File: src/hw/rvtrace_pkg.sv
// ~~~~~~~~~~~~~~~~~~~~~~~~~~~~~~~~~~~~~~~~~~~~~~~~~~~~~~~~~~~~
// Shared types and constants for the instruction classifier.
// Holds the field widths, the instruction-type enum, the RV32
// major opcodes, the Wishbone register map and the bit layout
// of the result word. Import it wildcard-style in module headers.
// ~~~~~~~~~~~~~~~~~~~~~~~~~~~~~~~~~~~~~~~~~~~~~~~~~~~~~~~~~~~~
package rvtrace_pkg;

    typedef logic [31:0] xlen_t;
    typedef logic [4:0]  regidx_t;
    typedef logic [3:0]  wb_adr_t;
    typedef logic [15:0] ret_cnt_t;

    typedef enum logic [2:0] {BASE, MEXT, LOAD, STORE, BRANCH, JAL, JALR, CSR} itype_e;

    localparam int NUM_ITYPES = 8;

    // register map, word addresses.
    localparam wb_adr_t ADR_INSTR    = 4'd0;
    localparam wb_adr_t ADR_CLEAR    = 4'd1;
    localparam wb_adr_t ADR_TOTAL    = 4'd2;
    localparam wb_adr_t ADR_CNT_BASE = 4'd8;

    // major opcodes, instruction bits 6 to 2.
    localparam logic [4:0] OPC_LUI    = 5'b01101;
    localparam logic [4:0] OPC_AUIPC  = 5'b00101;
    localparam logic [4:0] OPC_JAL    = 5'b11011;
    localparam logic [4:0] OPC_JALR   = 5'b11001;
    localparam logic [4:0] OPC_BRANCH = 5'b11000;
    localparam logic [4:0] OPC_LOAD   = 5'b00000;
    localparam logic [4:0] OPC_STORE  = 5'b01000;
    localparam logic [4:0] OPC_OPIMM  = 5'b00100;
    localparam logic [4:0] OPC_OP     = 5'b01100;
    localparam logic [4:0] OPC_FENCE  = 5'b00011;
    localparam logic [4:0] OPC_SYSTEM = 5'b11100;

    // layout of the result word read back from ADR_INSTR.
    localparam int RES_RS1_LSB    = 0;
    localparam int RES_RS2_LSB    = 5;
    localparam int RES_RD_LSB     = 10;
    localparam int RES_RS1_USED   = 15;
    localparam int RES_RS2_USED   = 16;
    localparam int RES_RD_USED    = 17;
    localparam int RES_ITYPE_LSB  = 18;
    localparam int RES_COMPRESSED = 21;
    localparam int RES_LEGAL      = 22;

endpackage
File: src/hw/rvtrace_wb_top.sv
// ~~~~~~~~~~~~~~~~~~~~~~~~~~~~~~~~~~~~~~~~~~~~~~~~~~~~~~~~~~~~
// Wishbone classic slave around the instruction classifier.
// Writing ADR_INSTR decodes the word and stores the result,
// ADR_CLEAR resets the counters, other addresses read counters.
// Every request is acknowledged one cycle after it starts.
// ~~~~~~~~~~~~~~~~~~~~~~~~~~~~~~~~~~~~~~~~~~~~~~~~~~~~~~~~~~~~
module rvtrace_wb_top import rvtrace_pkg::*; (
    input  logic    s_clk_i,
    input  logic    reset_i,
    input  logic    wb_cyc_i,
    input  logic    wb_stb_i,
    input  logic    wb_we_i,
    input  wb_adr_t wb_adr_i,
    input  xlen_t   wb_dat_i,
    output logic    wb_ack_o,
    output xlen_t   wb_dat_o
);

    logic     ack_q;
    logic     wr_en;
    logic     instr_wr;
    logic     is_rvc;
    xlen_t    result_d;
    xlen_t    result_q;
    ret_cnt_t count;

    itype_e   i_itype, c_itype, sel_itype;
    regidx_t  i_rs1, i_rs2, i_rd, c_rs1, c_rs2, c_rd;
    logic     i_rs1_used, i_rs2_used, i_rd_used, i_legal;
    logic     c_rs1_used, c_rs2_used, c_rd_used, c_legal;
    logic     sel_legal;

    // the write lands on the same edge that raises ack.
    assign wr_en    = wb_cyc_i && wb_stb_i && wb_we_i && !ack_q;
    assign instr_wr = wr_en && (wb_adr_i == ADR_INSTR);
    assign is_rvc   = (wb_dat_i[1:0] != 2'b11);

    always_ff @(posedge s_clk_i) begin
        if (reset_i) begin
            ack_q <= 1'b0;
        end else begin
            ack_q <= wb_cyc_i && wb_stb_i && !ack_q;
        end
    end

    rv32_field_decode rv32_field_decode_i (
        .instr_i(wb_dat_i), .itype_o(i_itype),
        .rs1_o(i_rs1), .rs2_o(i_rs2), .rd_o(i_rd),
        .rs1_used_o(i_rs1_used), .rs2_used_o(i_rs2_used), .rd_used_o(i_rd_used),
        .legal_o(i_legal)
    );

    rvc_field_decode rvc_field_decode_i (
        .instr_i(wb_dat_i), .itype_o(c_itype),
        .rs1_o(c_rs1), .rs2_o(c_rs2), .rd_o(c_rd),
        .rs1_used_o(c_rs1_used), .rs2_used_o(c_rs2_used), .rd_used_o(c_rd_used),
        .legal_o(c_legal)
    );

    assign sel_itype = is_rvc ? c_itype : i_itype;
    assign sel_legal = is_rvc ? c_legal : i_legal;

    always_comb begin
        result_d = '0;
        result_d[RES_RS1_LSB +: 5]   = is_rvc ? c_rs1 : i_rs1;
        result_d[RES_RS2_LSB +: 5]   = is_rvc ? c_rs2 : i_rs2;
        result_d[RES_RD_LSB +: 5]    = is_rvc ? c_rd : i_rd;
        result_d[RES_RS1_USED]       = is_rvc ? c_rs1_used : i_rs1_used;
        result_d[RES_RS2_USED]       = is_rvc ? c_rs2_used : i_rs2_used;
        result_d[RES_RD_USED]        = is_rvc ? c_rd_used : i_rd_used;
        result_d[RES_ITYPE_LSB +: 3] = sel_itype;
        result_d[RES_COMPRESSED]     = is_rvc;
        result_d[RES_LEGAL]          = sel_legal;
    end

    always_ff @(posedge s_clk_i) begin
        if (reset_i) begin
            result_q <= '0;
        end else if (instr_wr) begin
            result_q <= result_d;
        end
    end

    // illegal words still update the result but never retire.
    retire_counters retire_counters_i (
        .s_clk_i(s_clk_i), .reset_i(reset_i),
        .retire_i(instr_wr && sel_legal), .retire_type_i(sel_itype),
        .clear_i(wr_en && (wb_adr_i == ADR_CLEAR)),
        .sel_i(wb_adr_i), .count_o(count)
    );

    assign wb_ack_o = ack_q;
    assign wb_dat_o = (wb_adr_i == ADR_INSTR) ? result_q : {16'd0, count};

endmodule

File: src/hw/retire_counters.sv
// ~~~~~~~~~~~~~~~~~~~~~~~~~~~~~~~~~~~~~~~~~~~~~~~~~~~~~~~~~~~~
// Saturating retirement counters, one per instruction type and
// one total. A retire strobe counts on the next edge, clear
// wins over retire, and sel_i picks the counter to read.
// ~~~~~~~~~~~~~~~~~~~~~~~~~~~~~~~~~~~~~~~~~~~~~~~~~~~~~~~~~~~~
module retire_counters import rvtrace_pkg::*; (
    input  logic     s_clk_i,
    input  logic     reset_i,
    input  logic     retire_i,
    input  itype_e   retire_type_i,
    input  logic     clear_i,
    input  wb_adr_t  sel_i,
    output ret_cnt_t count_o
);

    ret_cnt_t type_cnt_q [NUM_ITYPES];
    ret_cnt_t total_cnt_q;
    logic [2:0] cnt_idx;

    function automatic ret_cnt_t sat_inc(input ret_cnt_t value);
        return (value == '1) ? value : value + 1'b1;
    endfunction

    always_ff @(posedge s_clk_i) begin
        if (reset_i || clear_i) begin
            total_cnt_q <= '0;
            for (int i = 0; i < NUM_ITYPES; i++) begin
                type_cnt_q[i] <= '0;
            end
        end else if (retire_i) begin
            total_cnt_q               <= sat_inc(total_cnt_q);
            type_cnt_q[retire_type_i] <= sat_inc(type_cnt_q[retire_type_i]);
        end
    end

    assign cnt_idx = 3'(sel_i - ADR_CNT_BASE);

    always_comb begin
        count_o = '0;
        if (sel_i == ADR_TOTAL) begin
            count_o = total_cnt_q;
        end else if (sel_i >= ADR_CNT_BASE && sel_i < ADR_CNT_BASE + NUM_ITYPES) begin
            count_o = type_cnt_q[cnt_idx];
        end
    end

endmodule

File: src/hw/rvc_field_decode.sv
// ~~~~~~~~~~~~~~~~~~~~~~~~~~~~~~~~~~~~~~~~~~~~~~~~~~~~~~~~~~~~
// Combinational decoder for compressed (RVC) instructions.
// Produces the same fields as the full-length decoder, with
// 3-bit register fields mapped to x8..x15 and sp/ra implied.
// ~~~~~~~~~~~~~~~~~~~~~~~~~~~~~~~~~~~~~~~~~~~~~~~~~~~~~~~~~~~~
module rvc_field_decode import rvtrace_pkg::*; (
    input  xlen_t   instr_i,
    output itype_e  itype_o,
    output regidx_t rs1_o,
    output regidx_t rs2_o,
    output regidx_t rd_o,
    output logic    rs1_used_o,
    output logic    rs2_used_o,
    output logic    rd_used_o,
    output logic    legal_o
);

    logic [2:0] funct3;
    regidx_t    r_full;
    regidx_t    r2_full;
    regidx_t    r_hi_p;
    regidx_t    r_lo_p;
    logic       imm6_nz;
    regidx_t    rs1_d;
    regidx_t    rs2_d;
    regidx_t    rd_d;

    assign funct3  = instr_i[15:13];
    assign r_full  = instr_i[11:7];
    assign r2_full = instr_i[6:2];
    assign r_hi_p  = {2'b01, instr_i[9:7]};
    assign r_lo_p  = {2'b01, instr_i[4:2]};
    assign imm6_nz = |{instr_i[12], instr_i[6:2]};

    always_comb begin
        itype_o    = BASE;
        rs1_d      = 5'd0;
        rs2_d      = 5'd0;
        rd_d       = 5'd0;
        rs1_used_o = 1'b0;
        rs2_used_o = 1'b0;
        rd_used_o  = 1'b0;
        legal_o    = 1'b0;
        case ({instr_i[1:0], funct3})
            5'b00_000: begin
                // addi4spn, the zero immediate is reserved.
                {rs1_d, rd_d} = {5'd2, r_lo_p};
                {rs1_used_o, rd_used_o, legal_o} = {2'b11, |instr_i[12:5]};
            end
            5'b00_010: begin
                itype_o = LOAD;
                {rs1_d, rd_d} = {r_hi_p, r_lo_p};
                {rs1_used_o, rd_used_o, legal_o} = 3'b111;
            end
            5'b00_110: begin
                itype_o = STORE;
                {rs1_d, rs2_d} = {r_hi_p, r_lo_p};
                {rs1_used_o, rs2_used_o, legal_o} = 3'b111;
            end
            5'b01_000: begin
                {rs1_d, rd_d} = {r_full, r_full};
                {rs1_used_o, rd_used_o, legal_o} = 3'b111;
            end
            5'b01_001: begin
                itype_o = JAL;
                rd_d = 5'd1;
                {rd_used_o, legal_o} = 2'b11;
            end
            5'b01_010: begin
                rd_d = r_full;
                {rd_used_o, legal_o} = 2'b11;
            end
            5'b01_011: begin
                // lui for any rd but sp, addi16sp when rd is sp.
                rd_d = r_full;
                rs1_d = 5'd2;
                rs1_used_o = (r_full == 5'd2);
                {rd_used_o, legal_o} = {1'b1, imm6_nz};
            end
            5'b01_100: begin
                {rs1_d, rd_d, rs2_d} = {r_hi_p, r_hi_p, r_lo_p};
                {rs1_used_o, rd_used_o} = 2'b11;
                case (instr_i[11:10])
                    2'b10:   legal_o = 1'b1;
                    2'b11: begin
                        rs2_used_o = 1'b1;
                        legal_o    = !instr_i[12];
                    end
                    default: legal_o = (r2_full != 5'd0);
                endcase
            end
            5'b01_101: begin
                itype_o = JAL;
                {rd_used_o, legal_o} = 2'b11;
            end
            5'b01_110, 5'b01_111: begin
                itype_o = BRANCH;
                rs1_d = r_hi_p;
                {rs1_used_o, legal_o} = 2'b11;
            end
            5'b10_000: begin
                {rs1_d, rd_d} = {r_full, r_full};
                {rs1_used_o, rd_used_o} = 2'b11;
                legal_o = !instr_i[12] && (r_full != 5'd0) && (r2_full != 5'd0);
            end
            5'b10_010: begin
                itype_o = LOAD;
                {rs1_d, rd_d} = {5'd2, r_full};
                {rs1_used_o, rd_used_o, legal_o} = {2'b11, r_full != 5'd0};
            end
            5'b10_100: begin
                if (instr_i[12] && (instr_i[11:2] == 10'd0)) begin
                    itype_o = CSR;
                    legal_o = 1'b1;
                end else if (r2_full != 5'd0) begin
                    // add when bit 12 is set, mv otherwise.
                    {rs1_d, rs2_d, rd_d} = {r_full, r2_full, r_full};
                    {rs1_used_o, rs2_used_o, rd_used_o, legal_o} = {instr_i[12], 3'b111};
                end else begin
                    itype_o = JALR;
                    {rs1_d, rd_d} = {r_full, 4'd0, instr_i[12]};
                    {rs1_used_o, rd_used_o, legal_o} = {2'b11, r_full != 5'd0};
                end
            end
            5'b10_110: begin
                itype_o = STORE;
                {rs1_d, rs2_d} = {5'd2, r2_full};
                {rs1_used_o, rs2_used_o, legal_o} = 3'b111;
            end
            default: legal_o = 1'b0;
        endcase
        if (!legal_o) begin
            itype_o    = BASE;
            rs1_used_o = 1'b0;
            rs2_used_o = 1'b0;
            rd_used_o  = 1'b0;
        end
    end

    assign rs1_o = rs1_used_o ? rs1_d : 5'd0;
    assign rs2_o = rs2_used_o ? rs2_d : 5'd0;
    assign rd_o  = rd_used_o  ? rd_d  : 5'd0;

endmodule

File: src/hw/rv32_field_decode.sv
// ~~~~~~~~~~~~~~~~~~~~~~~~~~~~~~~~~~~~~~~~~~~~~~~~~~~~~~~~~~~~
// Combinational decoder for full-length RV32 instructions.
// Returns the instruction type, the rs1/rs2/rd numbers with
// their used flags, and a legal flag for RV32I, M and Zicsr.
// ~~~~~~~~~~~~~~~~~~~~~~~~~~~~~~~~~~~~~~~~~~~~~~~~~~~~~~~~~~~~
module rv32_field_decode import rvtrace_pkg::*; (
    input  xlen_t   instr_i,
    output itype_e  itype_o,
    output regidx_t rs1_o,
    output regidx_t rs2_o,
    output regidx_t rd_o,
    output logic    rs1_used_o,
    output logic    rs2_used_o,
    output logic    rd_used_o,
    output logic    legal_o
);

    logic [4:0] opcode;
    logic [2:0] funct3;
    logic [6:0] funct7;

    assign opcode = instr_i[6:2];
    assign funct3 = instr_i[14:12];
    assign funct7 = instr_i[31:25];

    always_comb begin
        itype_o    = BASE;
        rs1_used_o = 1'b0;
        rs2_used_o = 1'b0;
        rd_used_o  = 1'b0;
        legal_o    = 1'b0;
        case (opcode)
            OPC_LUI, OPC_AUIPC: begin
                rd_used_o = 1'b1;
                legal_o   = 1'b1;
            end
            OPC_JAL: begin
                itype_o   = JAL;
                rd_used_o = 1'b1;
                legal_o   = 1'b1;
            end
            OPC_JALR: begin
                itype_o    = JALR;
                rs1_used_o = 1'b1;
                rd_used_o  = 1'b1;
                legal_o    = (funct3 == 3'd0);
            end
            OPC_BRANCH: begin
                itype_o    = BRANCH;
                rs1_used_o = 1'b1;
                rs2_used_o = 1'b1;
                legal_o    = (funct3[2:1] != 2'b01);
            end
            OPC_LOAD: begin
                itype_o    = LOAD;
                rs1_used_o = 1'b1;
                rd_used_o  = 1'b1;
                legal_o    = funct3 inside {3'd0, 3'd1, 3'd2, 3'd4, 3'd5};
            end
            OPC_STORE: begin
                itype_o    = STORE;
                rs1_used_o = 1'b1;
                rs2_used_o = 1'b1;
                legal_o    = (funct3 < 3'd3);
            end
            OPC_OPIMM: begin
                rs1_used_o = 1'b1;
                rd_used_o  = 1'b1;
                // slli takes funct7 0 only, srli and srai take 0 or 32.
                if (funct3 == 3'd1) begin
                    legal_o = (funct7 == 7'd0);
                end else if (funct3 == 3'd5) begin
                    legal_o = (funct7 == 7'd0) || (funct7 == 7'd32);
                end else begin
                    legal_o = 1'b1;
                end
            end
            OPC_OP: begin
                rs1_used_o = 1'b1;
                rs2_used_o = 1'b1;
                rd_used_o  = 1'b1;
                case (funct7)
                    7'd1: begin
                        itype_o = MEXT;
                        legal_o = 1'b1;
                    end
                    7'd0:    legal_o = 1'b1;
                    7'd32:   legal_o = (funct3 == 3'd0) || (funct3 == 3'd5);
                    default: legal_o = 1'b0;
                endcase
            end
            OPC_FENCE: begin
                itype_o = CSR;
                legal_o = (funct3[2:1] == 2'b00);
            end
            OPC_SYSTEM: begin
                itype_o = CSR;
                case (funct3)
                    3'd0: begin
                        // ecall, ebreak and mret.
                        legal_o = (instr_i[19:15] == 5'd0) && (instr_i[11:7] == 5'd0)
                                  && (instr_i[31:20] inside {12'h000, 12'h001, 12'h302});
                    end
                    3'd1, 3'd2, 3'd3: begin
                        rs1_used_o = 1'b1;
                        rd_used_o  = 1'b1;
                        legal_o    = 1'b1;
                    end
                    3'd5, 3'd6, 3'd7: begin
                        rd_used_o = 1'b1;
                        legal_o   = 1'b1;
                    end
                    default: legal_o = 1'b0;
                endcase
            end
            default: legal_o = 1'b0;
        endcase
        if (!legal_o) begin
            itype_o    = BASE;
            rs1_used_o = 1'b0;
            rs2_used_o = 1'b0;
            rd_used_o  = 1'b0;
        end
    end

    assign rs1_o = rs1_used_o ? instr_i[19:15] : 5'd0;
    assign rs2_o = rs2_used_o ? instr_i[24:20] : 5'd0;
    assign rd_o  = rd_used_o  ? instr_i[11:7]  : 5'd0;

endmodule

File: config.mk
export PLATFORM = sky130hd
export DESIGN_NAME = rvtrace_wb_top
export DESIGN_NICKNAME = d
export VERILOG_FILES = /design/src/hw/rvtrace_pkg.sv /design/src/hw/rvtrace_wb_top.sv /design/src/hw/retire_counters.sv /design/src/hw/rvc_field_decode.sv /design/src/hw/rv32_field_decode.sv
export SDC_FILE = /design/constraint.sdc
export NUM_CORES = 1
export LEC_CHECK = 0
export ABC_AREA = 1
export BUFFER_PORTS_ARGS = -buffer_cell sky130_fd_sc_hd__buf_2
export CAP_MARGIN = 20
export CORE_ASPECT_RATIO = 2
export CORE_MARGIN = 2
export CORE_UTILIZATION = 35
export CTS_BUF_LIST = sky130_fd_sc_hd__clkbuf_8
export CTS_CLUSTER_DIAMETER = 200
export DETAILED_ROUTE_END_ITERATION = 8
export PLACE_DENSITY_LB_ADDON = 0.25
export SETUP_SLACK_MARGIN = 0.3
export SLEW_MARGIN = 25
export SYNTH_ARGS = -nofsm -noshare
export SYNTH_HDL_FRONTEND = slang
export SYNTH_SLANG_ARGS = --single-unit
File: constraint.sdc
create_clock -name s_clk_i -period 6.45 [get_ports s_clk_i]
set_input_delay 0.645 -clock s_clk_i [delete_from_list [all_inputs] [get_ports s_clk_i]]
set_output_delay 0.645 -clock s_clk_i [all_outputs]
set_load 0.03 [all_outputs]
Word-level counts from Yosys, hierarchy flattened
Memories as Yosys holds them, arrays and structs flattened.
Index checks and enable logic that the tools add are counted.
- $add $sub $neg: 3
- $lt $le $gt $ge: 2
- equal/unequal tests: 44
- multiplexer cells: 70
- bitwise logic cells: 1
- reductions and logical operators: 56
- operator list (cell ; number):
    two-way mux 5 bit ; 14
    two-way mux 16 bit ; 4
    equality test 5 x 4 -> 1 bit, second input constant ; 11
    equality test 5 bit, second input constant ; 8
    adder 16 x 1 -> 16 bit, second input constant ; 2
    equality test 16 bit, second input constant ; 2
    two-way mux 1 bit ; 30
    case mux 5 bit (5 select lines) ; 1
    two-way mux 23 bit ; 1
    case mux 3 bit (7 select lines) ; 1
    zero test 5 bit ; 4
    case mux 5 bit (4 select lines) ; 1
    OR reduction 10 bit ; 2
    two-way mux 3 bit ; 6
    OR reduction 2 bit ; 9
    OR reduction 6 bit ; 3
    OR reduction 16 bit ; 1
    equality test 5 x 2 -> 1 bit, second input constant ; 3
    equality test 5 x 3 -> 1 bit, second input constant ; 3
    case mux 3 bit (5 select lines) ; 1
    case mux 5 bit (3 select lines) ; 1
    nonzero test 5 bit ; 3
    equality test 12 x 1 -> 1 bit, second input constant ; 1
    equality test 12 x 10 -> 1 bit, second input constant ; 1
    35 further kinds ; 63
- register bits after elaboration: 40
- memory bits (writable): 128
- output and inout bits: 33
- logic and storage cells: 180
- memories: 1
- memory list (name ; depth ; width ; read ports ; clocked after Yosys merged registers in ; write ports ; RTL line ; RTL):
    retire_counters_i.type_cnt_q ; 8 ; 16 ; 2 ; 0 ; 8 ; retire_counters.sv:16 ; ret_cnt_t type_cnt_q [NUM_ITYPES];

Logic depth before layout (Yosys ltp)
- depth in word-level cells: 12
- depth in mapped cells: 27
- mapped depth without buffers: 26

Hierarchy
A second synthesis with hierarchy kept.
- cell total of the unflattened synthesis: 1786
- area total of the unflattened synthesis: 11795.1 um^2
- by module, submodules not included (module ; instances ; cells each ; area each (um^2)):
    retire_counters ; 1 ; 1185 ; 8747.1
    rvtrace_wb_top ; 1 ; 291 ; 1624.1
    rvc_field_decode ; 1 ; 174 ; 804.5
    rv32_field_decode ; 1 ; 136 ; 619.3

Worst setup path before layout
No wires, ideal clock.
- path kind: in2reg
- from: input port wb_dat_i[5]
- to: memory retire_counters_i.type_cnt_q[0][8] (netlist bit), data pin
- data arrival time: 3374 ps
- required time: 6193 ps
- slack: 2818 ps
- stages on the path: 27
- cells stage by stage: buf_2 -> nor2_2 -> nand3_2 -> nand2_1 -> nand2_1 -> inv_1 -> nor2_1 -> nor2_1 -> nand3_1 -> nand2_1 -> clkinv_1 -> nand2_2 -> inv_2 -> nor2_4 -> buf_2 -> nand3_1 -> nand2_1 -> nor2_4 -> ha_1 -> nand3_1 -> inv_1 -> nand2_2 -> inv_2 -> nand2_4 -> inv_8 -> nor2_4 -> nor2_1
- RTL lines (what ; RTL line ; RTL):
    from (decl) ; rvtrace_wb_top.sv:14 ; input xlen_t wb_dat_i,
    to (decl) ; retire_counters.sv:16 ;

==> impl_metrics.csv <==
group,metric,value,unit
timing,slew-limit-headroom,33.37,%
finish,antenna_cells,0,
clock_network,postCtsSetupBuffers,0,
hold_path,hold_class,"primary input to register",
synthesis,synth_edf_count,128,
setup_path,critical_path_class,"primary input to register",
finish,design_area,11720,sq um
synthesis,yosys-top-cells-area,"edfxtp_1 (36%), nand2_1 (14%), dfxtp_1 (7.6%), nor2_1 (7.0%), nand3_1 (6.5%)",
clock_network,cts_tree,"yes",
floorplanning,die_y,249.7,um
flow_run,maxCapViolations,0,
floorplanning,ios,74,
clock_network,clock_path_buffers,2,
clock_network,cts_resized,0,
clock_network,path_clk_slew,0.09,ns
clock_network,postCtsHoldBufs,0,
synthesis,synth.top_cell.area_share,36.37,%
detailed_routing,firstDrtPassIters,8,
timing,setup_viol,0,
setup_path,end_kind,"register",
detailed_routing,drcViolationCount,0,
floorplanning,placeableCoreArea,29950,sq um
detailed_routing,wl,39.02,mm
grt,grt_pass1_wl,58.79,mm
synthesis,synthTopCellsByCount,"nand2_1 (388), nor2_1 (197), inv_1 (165)",
timing,skew,0.01423,ns
detailed_routing,vias,10360,
synthesis,ys_types,48,
place,dpl.hpwl,27.55,mm
synthesis,synth_warnings,0,
setup_path,worstPathMaxFanout,41,
timing,hold_viol_final,0,
clock_network,clk_latency,0.49,ns
place,numPortBuffers,64,
synthesis,synth_area,10570,sq um
clock_network,clock-root-buffer,"clkbuf_8",
synthesis,synth.largest_area_cell,"edfxtp_1",
timing,finalSetupTns,0,ns
finish,syn2layout_area_growth,10.90,%
detailed_routing,wl_per_cell,20.59,um
finish,utilization,39.13,%
synthesis,synth.most_common_cell,"nand2_1",
pwr,vdd_drop_max,0.1547,mV
grt,antenna_found_initial,0,
place,pre_cts_slack,1.037,ns
setup_path,start_kind,"primary input",
synthesis,ys.flop_type,"edfxtp_1",
setup_path,reg2reg_slack,2.41,ns
timing,layout_min_cycle_time,4.978,ns
synthesis,ys_ff_latch,168,
pwr,p_leak,5.145,nW
timing,setup_ws,1.472,ns
floorplanning,num_rows,90,
place,gp_congestion,0.9138,
setup_path,crit_required,6.73,ns
detailed_routing,viasPerCell,5.466,
floorplanning,die_area,31680,sq um
clock_network,cts_buffers,17,
pwr,powerDensity,205.3,nW/um^2
detailed_routing,initialDrtViolationCount,1169,
synthesis,syn_area_per_cell,7.273,sq um
synthesis,ys_seq_area_share,43.95,%
setup_path,cp.arrival,5.26,ns
finish,nets,1557,
timing,slew_viol_final,0,
synthesis,syn_inst,1453,
place,place_area,11320,sq um
timing,worst_slew_pin_slew,0.9973,ns
timing,fin_crit_sh,77.19,%
grt,overflow,0,
grt,grt_pass1_vias,9783,
floorplanning,initial_utilization,35.28,%
floorplanning,die_x,126.9,um
clock_network,htree_levels,4,
detailed_routing,drtAntennaViolNets,0,
grt,grtUsageTotal,24.70,%
grt,grt_max_degree,42,
timing,rsz0062_at_grt,"no",
synthesis,synthArstFlopShare,0,%
status,status,"completed",
finish,drive_gt1_share,12.64,%
timing,fmax,0.2009,GHz
timing,holdWs,0.4337,ns
clock_network,clock_sink_count,168,
-- worst max-delay path, stage by stage --
cell,delay [ns]
buf_2,0.15
nor2_1,0.09
nand2_1,0.07
nor2_1,0.42
nand3_1,0.19
o211ai_1,0.50
inv_2,0.29
nand2_2,0.75
buf_4,0.47
nand2_1,0.09
nand3_1,0.13
nand2_1,0.08
nor2_2,0.20
nand2_1,0.13
nor2_2,0.15
inv_2,0.06
nor2_4,0.15
nand3_1,0.30
a21oi_1,0.39
-- metal layers --
| layer | track usage [%] | vias up | part of all wire (%) |
|---|---|---|---|
| li1 | - | 4913 | - |
| met1 | 32.67 | 4868 | 41 |
| met5 | 0 | - | 0 |
| met3 | 4.137 | 97 | 8.4 |
| met4 | 10.36 | 0 | 4.2 |
| met2 | 39.85 | 481 | 47 |
-- kinds of logic (layout without fill, tap and decap cells) --
logic type | count (synthesis) | after routing | synth area share [%]
compound gates | 217 | 217 | 12.23
xor+xnor | 7 | 7 | 0.5802
fa+ha+maj | 2 | 2 | 0.2368
buf+inv | 254 | 320 | 9.898
flops | 168 | 168 | 43.95
other cells | 1 | 9 | 0.03549
simple gates | 804 | 804 | 33.07
-- cell type report --
cell class / instances / area, sq um
multi-input cells: 1039 / 4931
clock inverters: 15 / 161.4
clock buffers: 17 / 234.0
repair buffers: 96 / 560.5
fillers: 3250 / 18230
inverters: 192 / 728.2
well taps: 368 / 460.4
flip-flops and latches: 168 / 4644
-- sequential cells by signal, indices dropped and copies added (netlist names) --
register	count
wb_ack_o	1
retire_counters_i.total_cnt_q	16
retire_counters_i.type_cnt_q	128
result_q	23
-- report_power, final --
| part | switching, W | internal (W) | leakage (nW) | total (W) |
|---|---|---|---|---|
| sequential | 0.0000171 | 0.00119 | 1.64 | 0.00121 |
| combinational | 0.000314 | 0.000102 | 3.31 | 0.000416 |
| clock | 0.000408 | 0.000375 | 0.194 | 0.000783 |
| total | 0.000739 | 0.00167 | 5.15 | 0.00241 |
-- worst paths after layout --
check        cells after the start                                           endpoint                       from
min                              3                           result_q[6]$_SDFFE_PP0P_               wb_dat_i[21]
max reg2reg                     15  retire_counters_i.type_cnt_q[3][14]$_SDFFCE_PN0P_        wb_ack_o$_SDFF_PP0_
min reg2reg                      2                          result_q[21]$_SDFFE_PP0P_  result_q[21]$_SDFFE_PP0P_
max                             19   retire_counters_i.type_cnt_q[0][0]$_SDFFCE_PN0P_               wb_dat_i[10]
-- stage by stage --
stage                     std cells  power [W]
after floorplan                1461   0.001489
after global placement         1863   0.001641
final                          1895   0.002406
after global routing           1895   0.002484
after detailed placement       1863   0.001639
after CTS                      1895   0.002408
-- layout by cell type, fill, tap and decap left out, types with 4 or more instances in the layout --
cell type,count
a21oi_1,52
a221oi_1,28
a31oi_1,15
buf_2,64
buf_4,32
clkbuf_8,17
clkinv_1,13
conb_1,9
dfxtp_1,40
edfxtp_1,128
inv_1,166
inv_2,15
nand2_1,388
nand2_2,9
nand3_1,137
nand3_2,11
nand4_1,17
nor2_1,195
nor2_2,14
nor2_4,12
nor3_1,11
o211ai_1,10
o21ai_0,93
xor2_1,4
No activity file was read; power rests on OpenSTA's default activity.
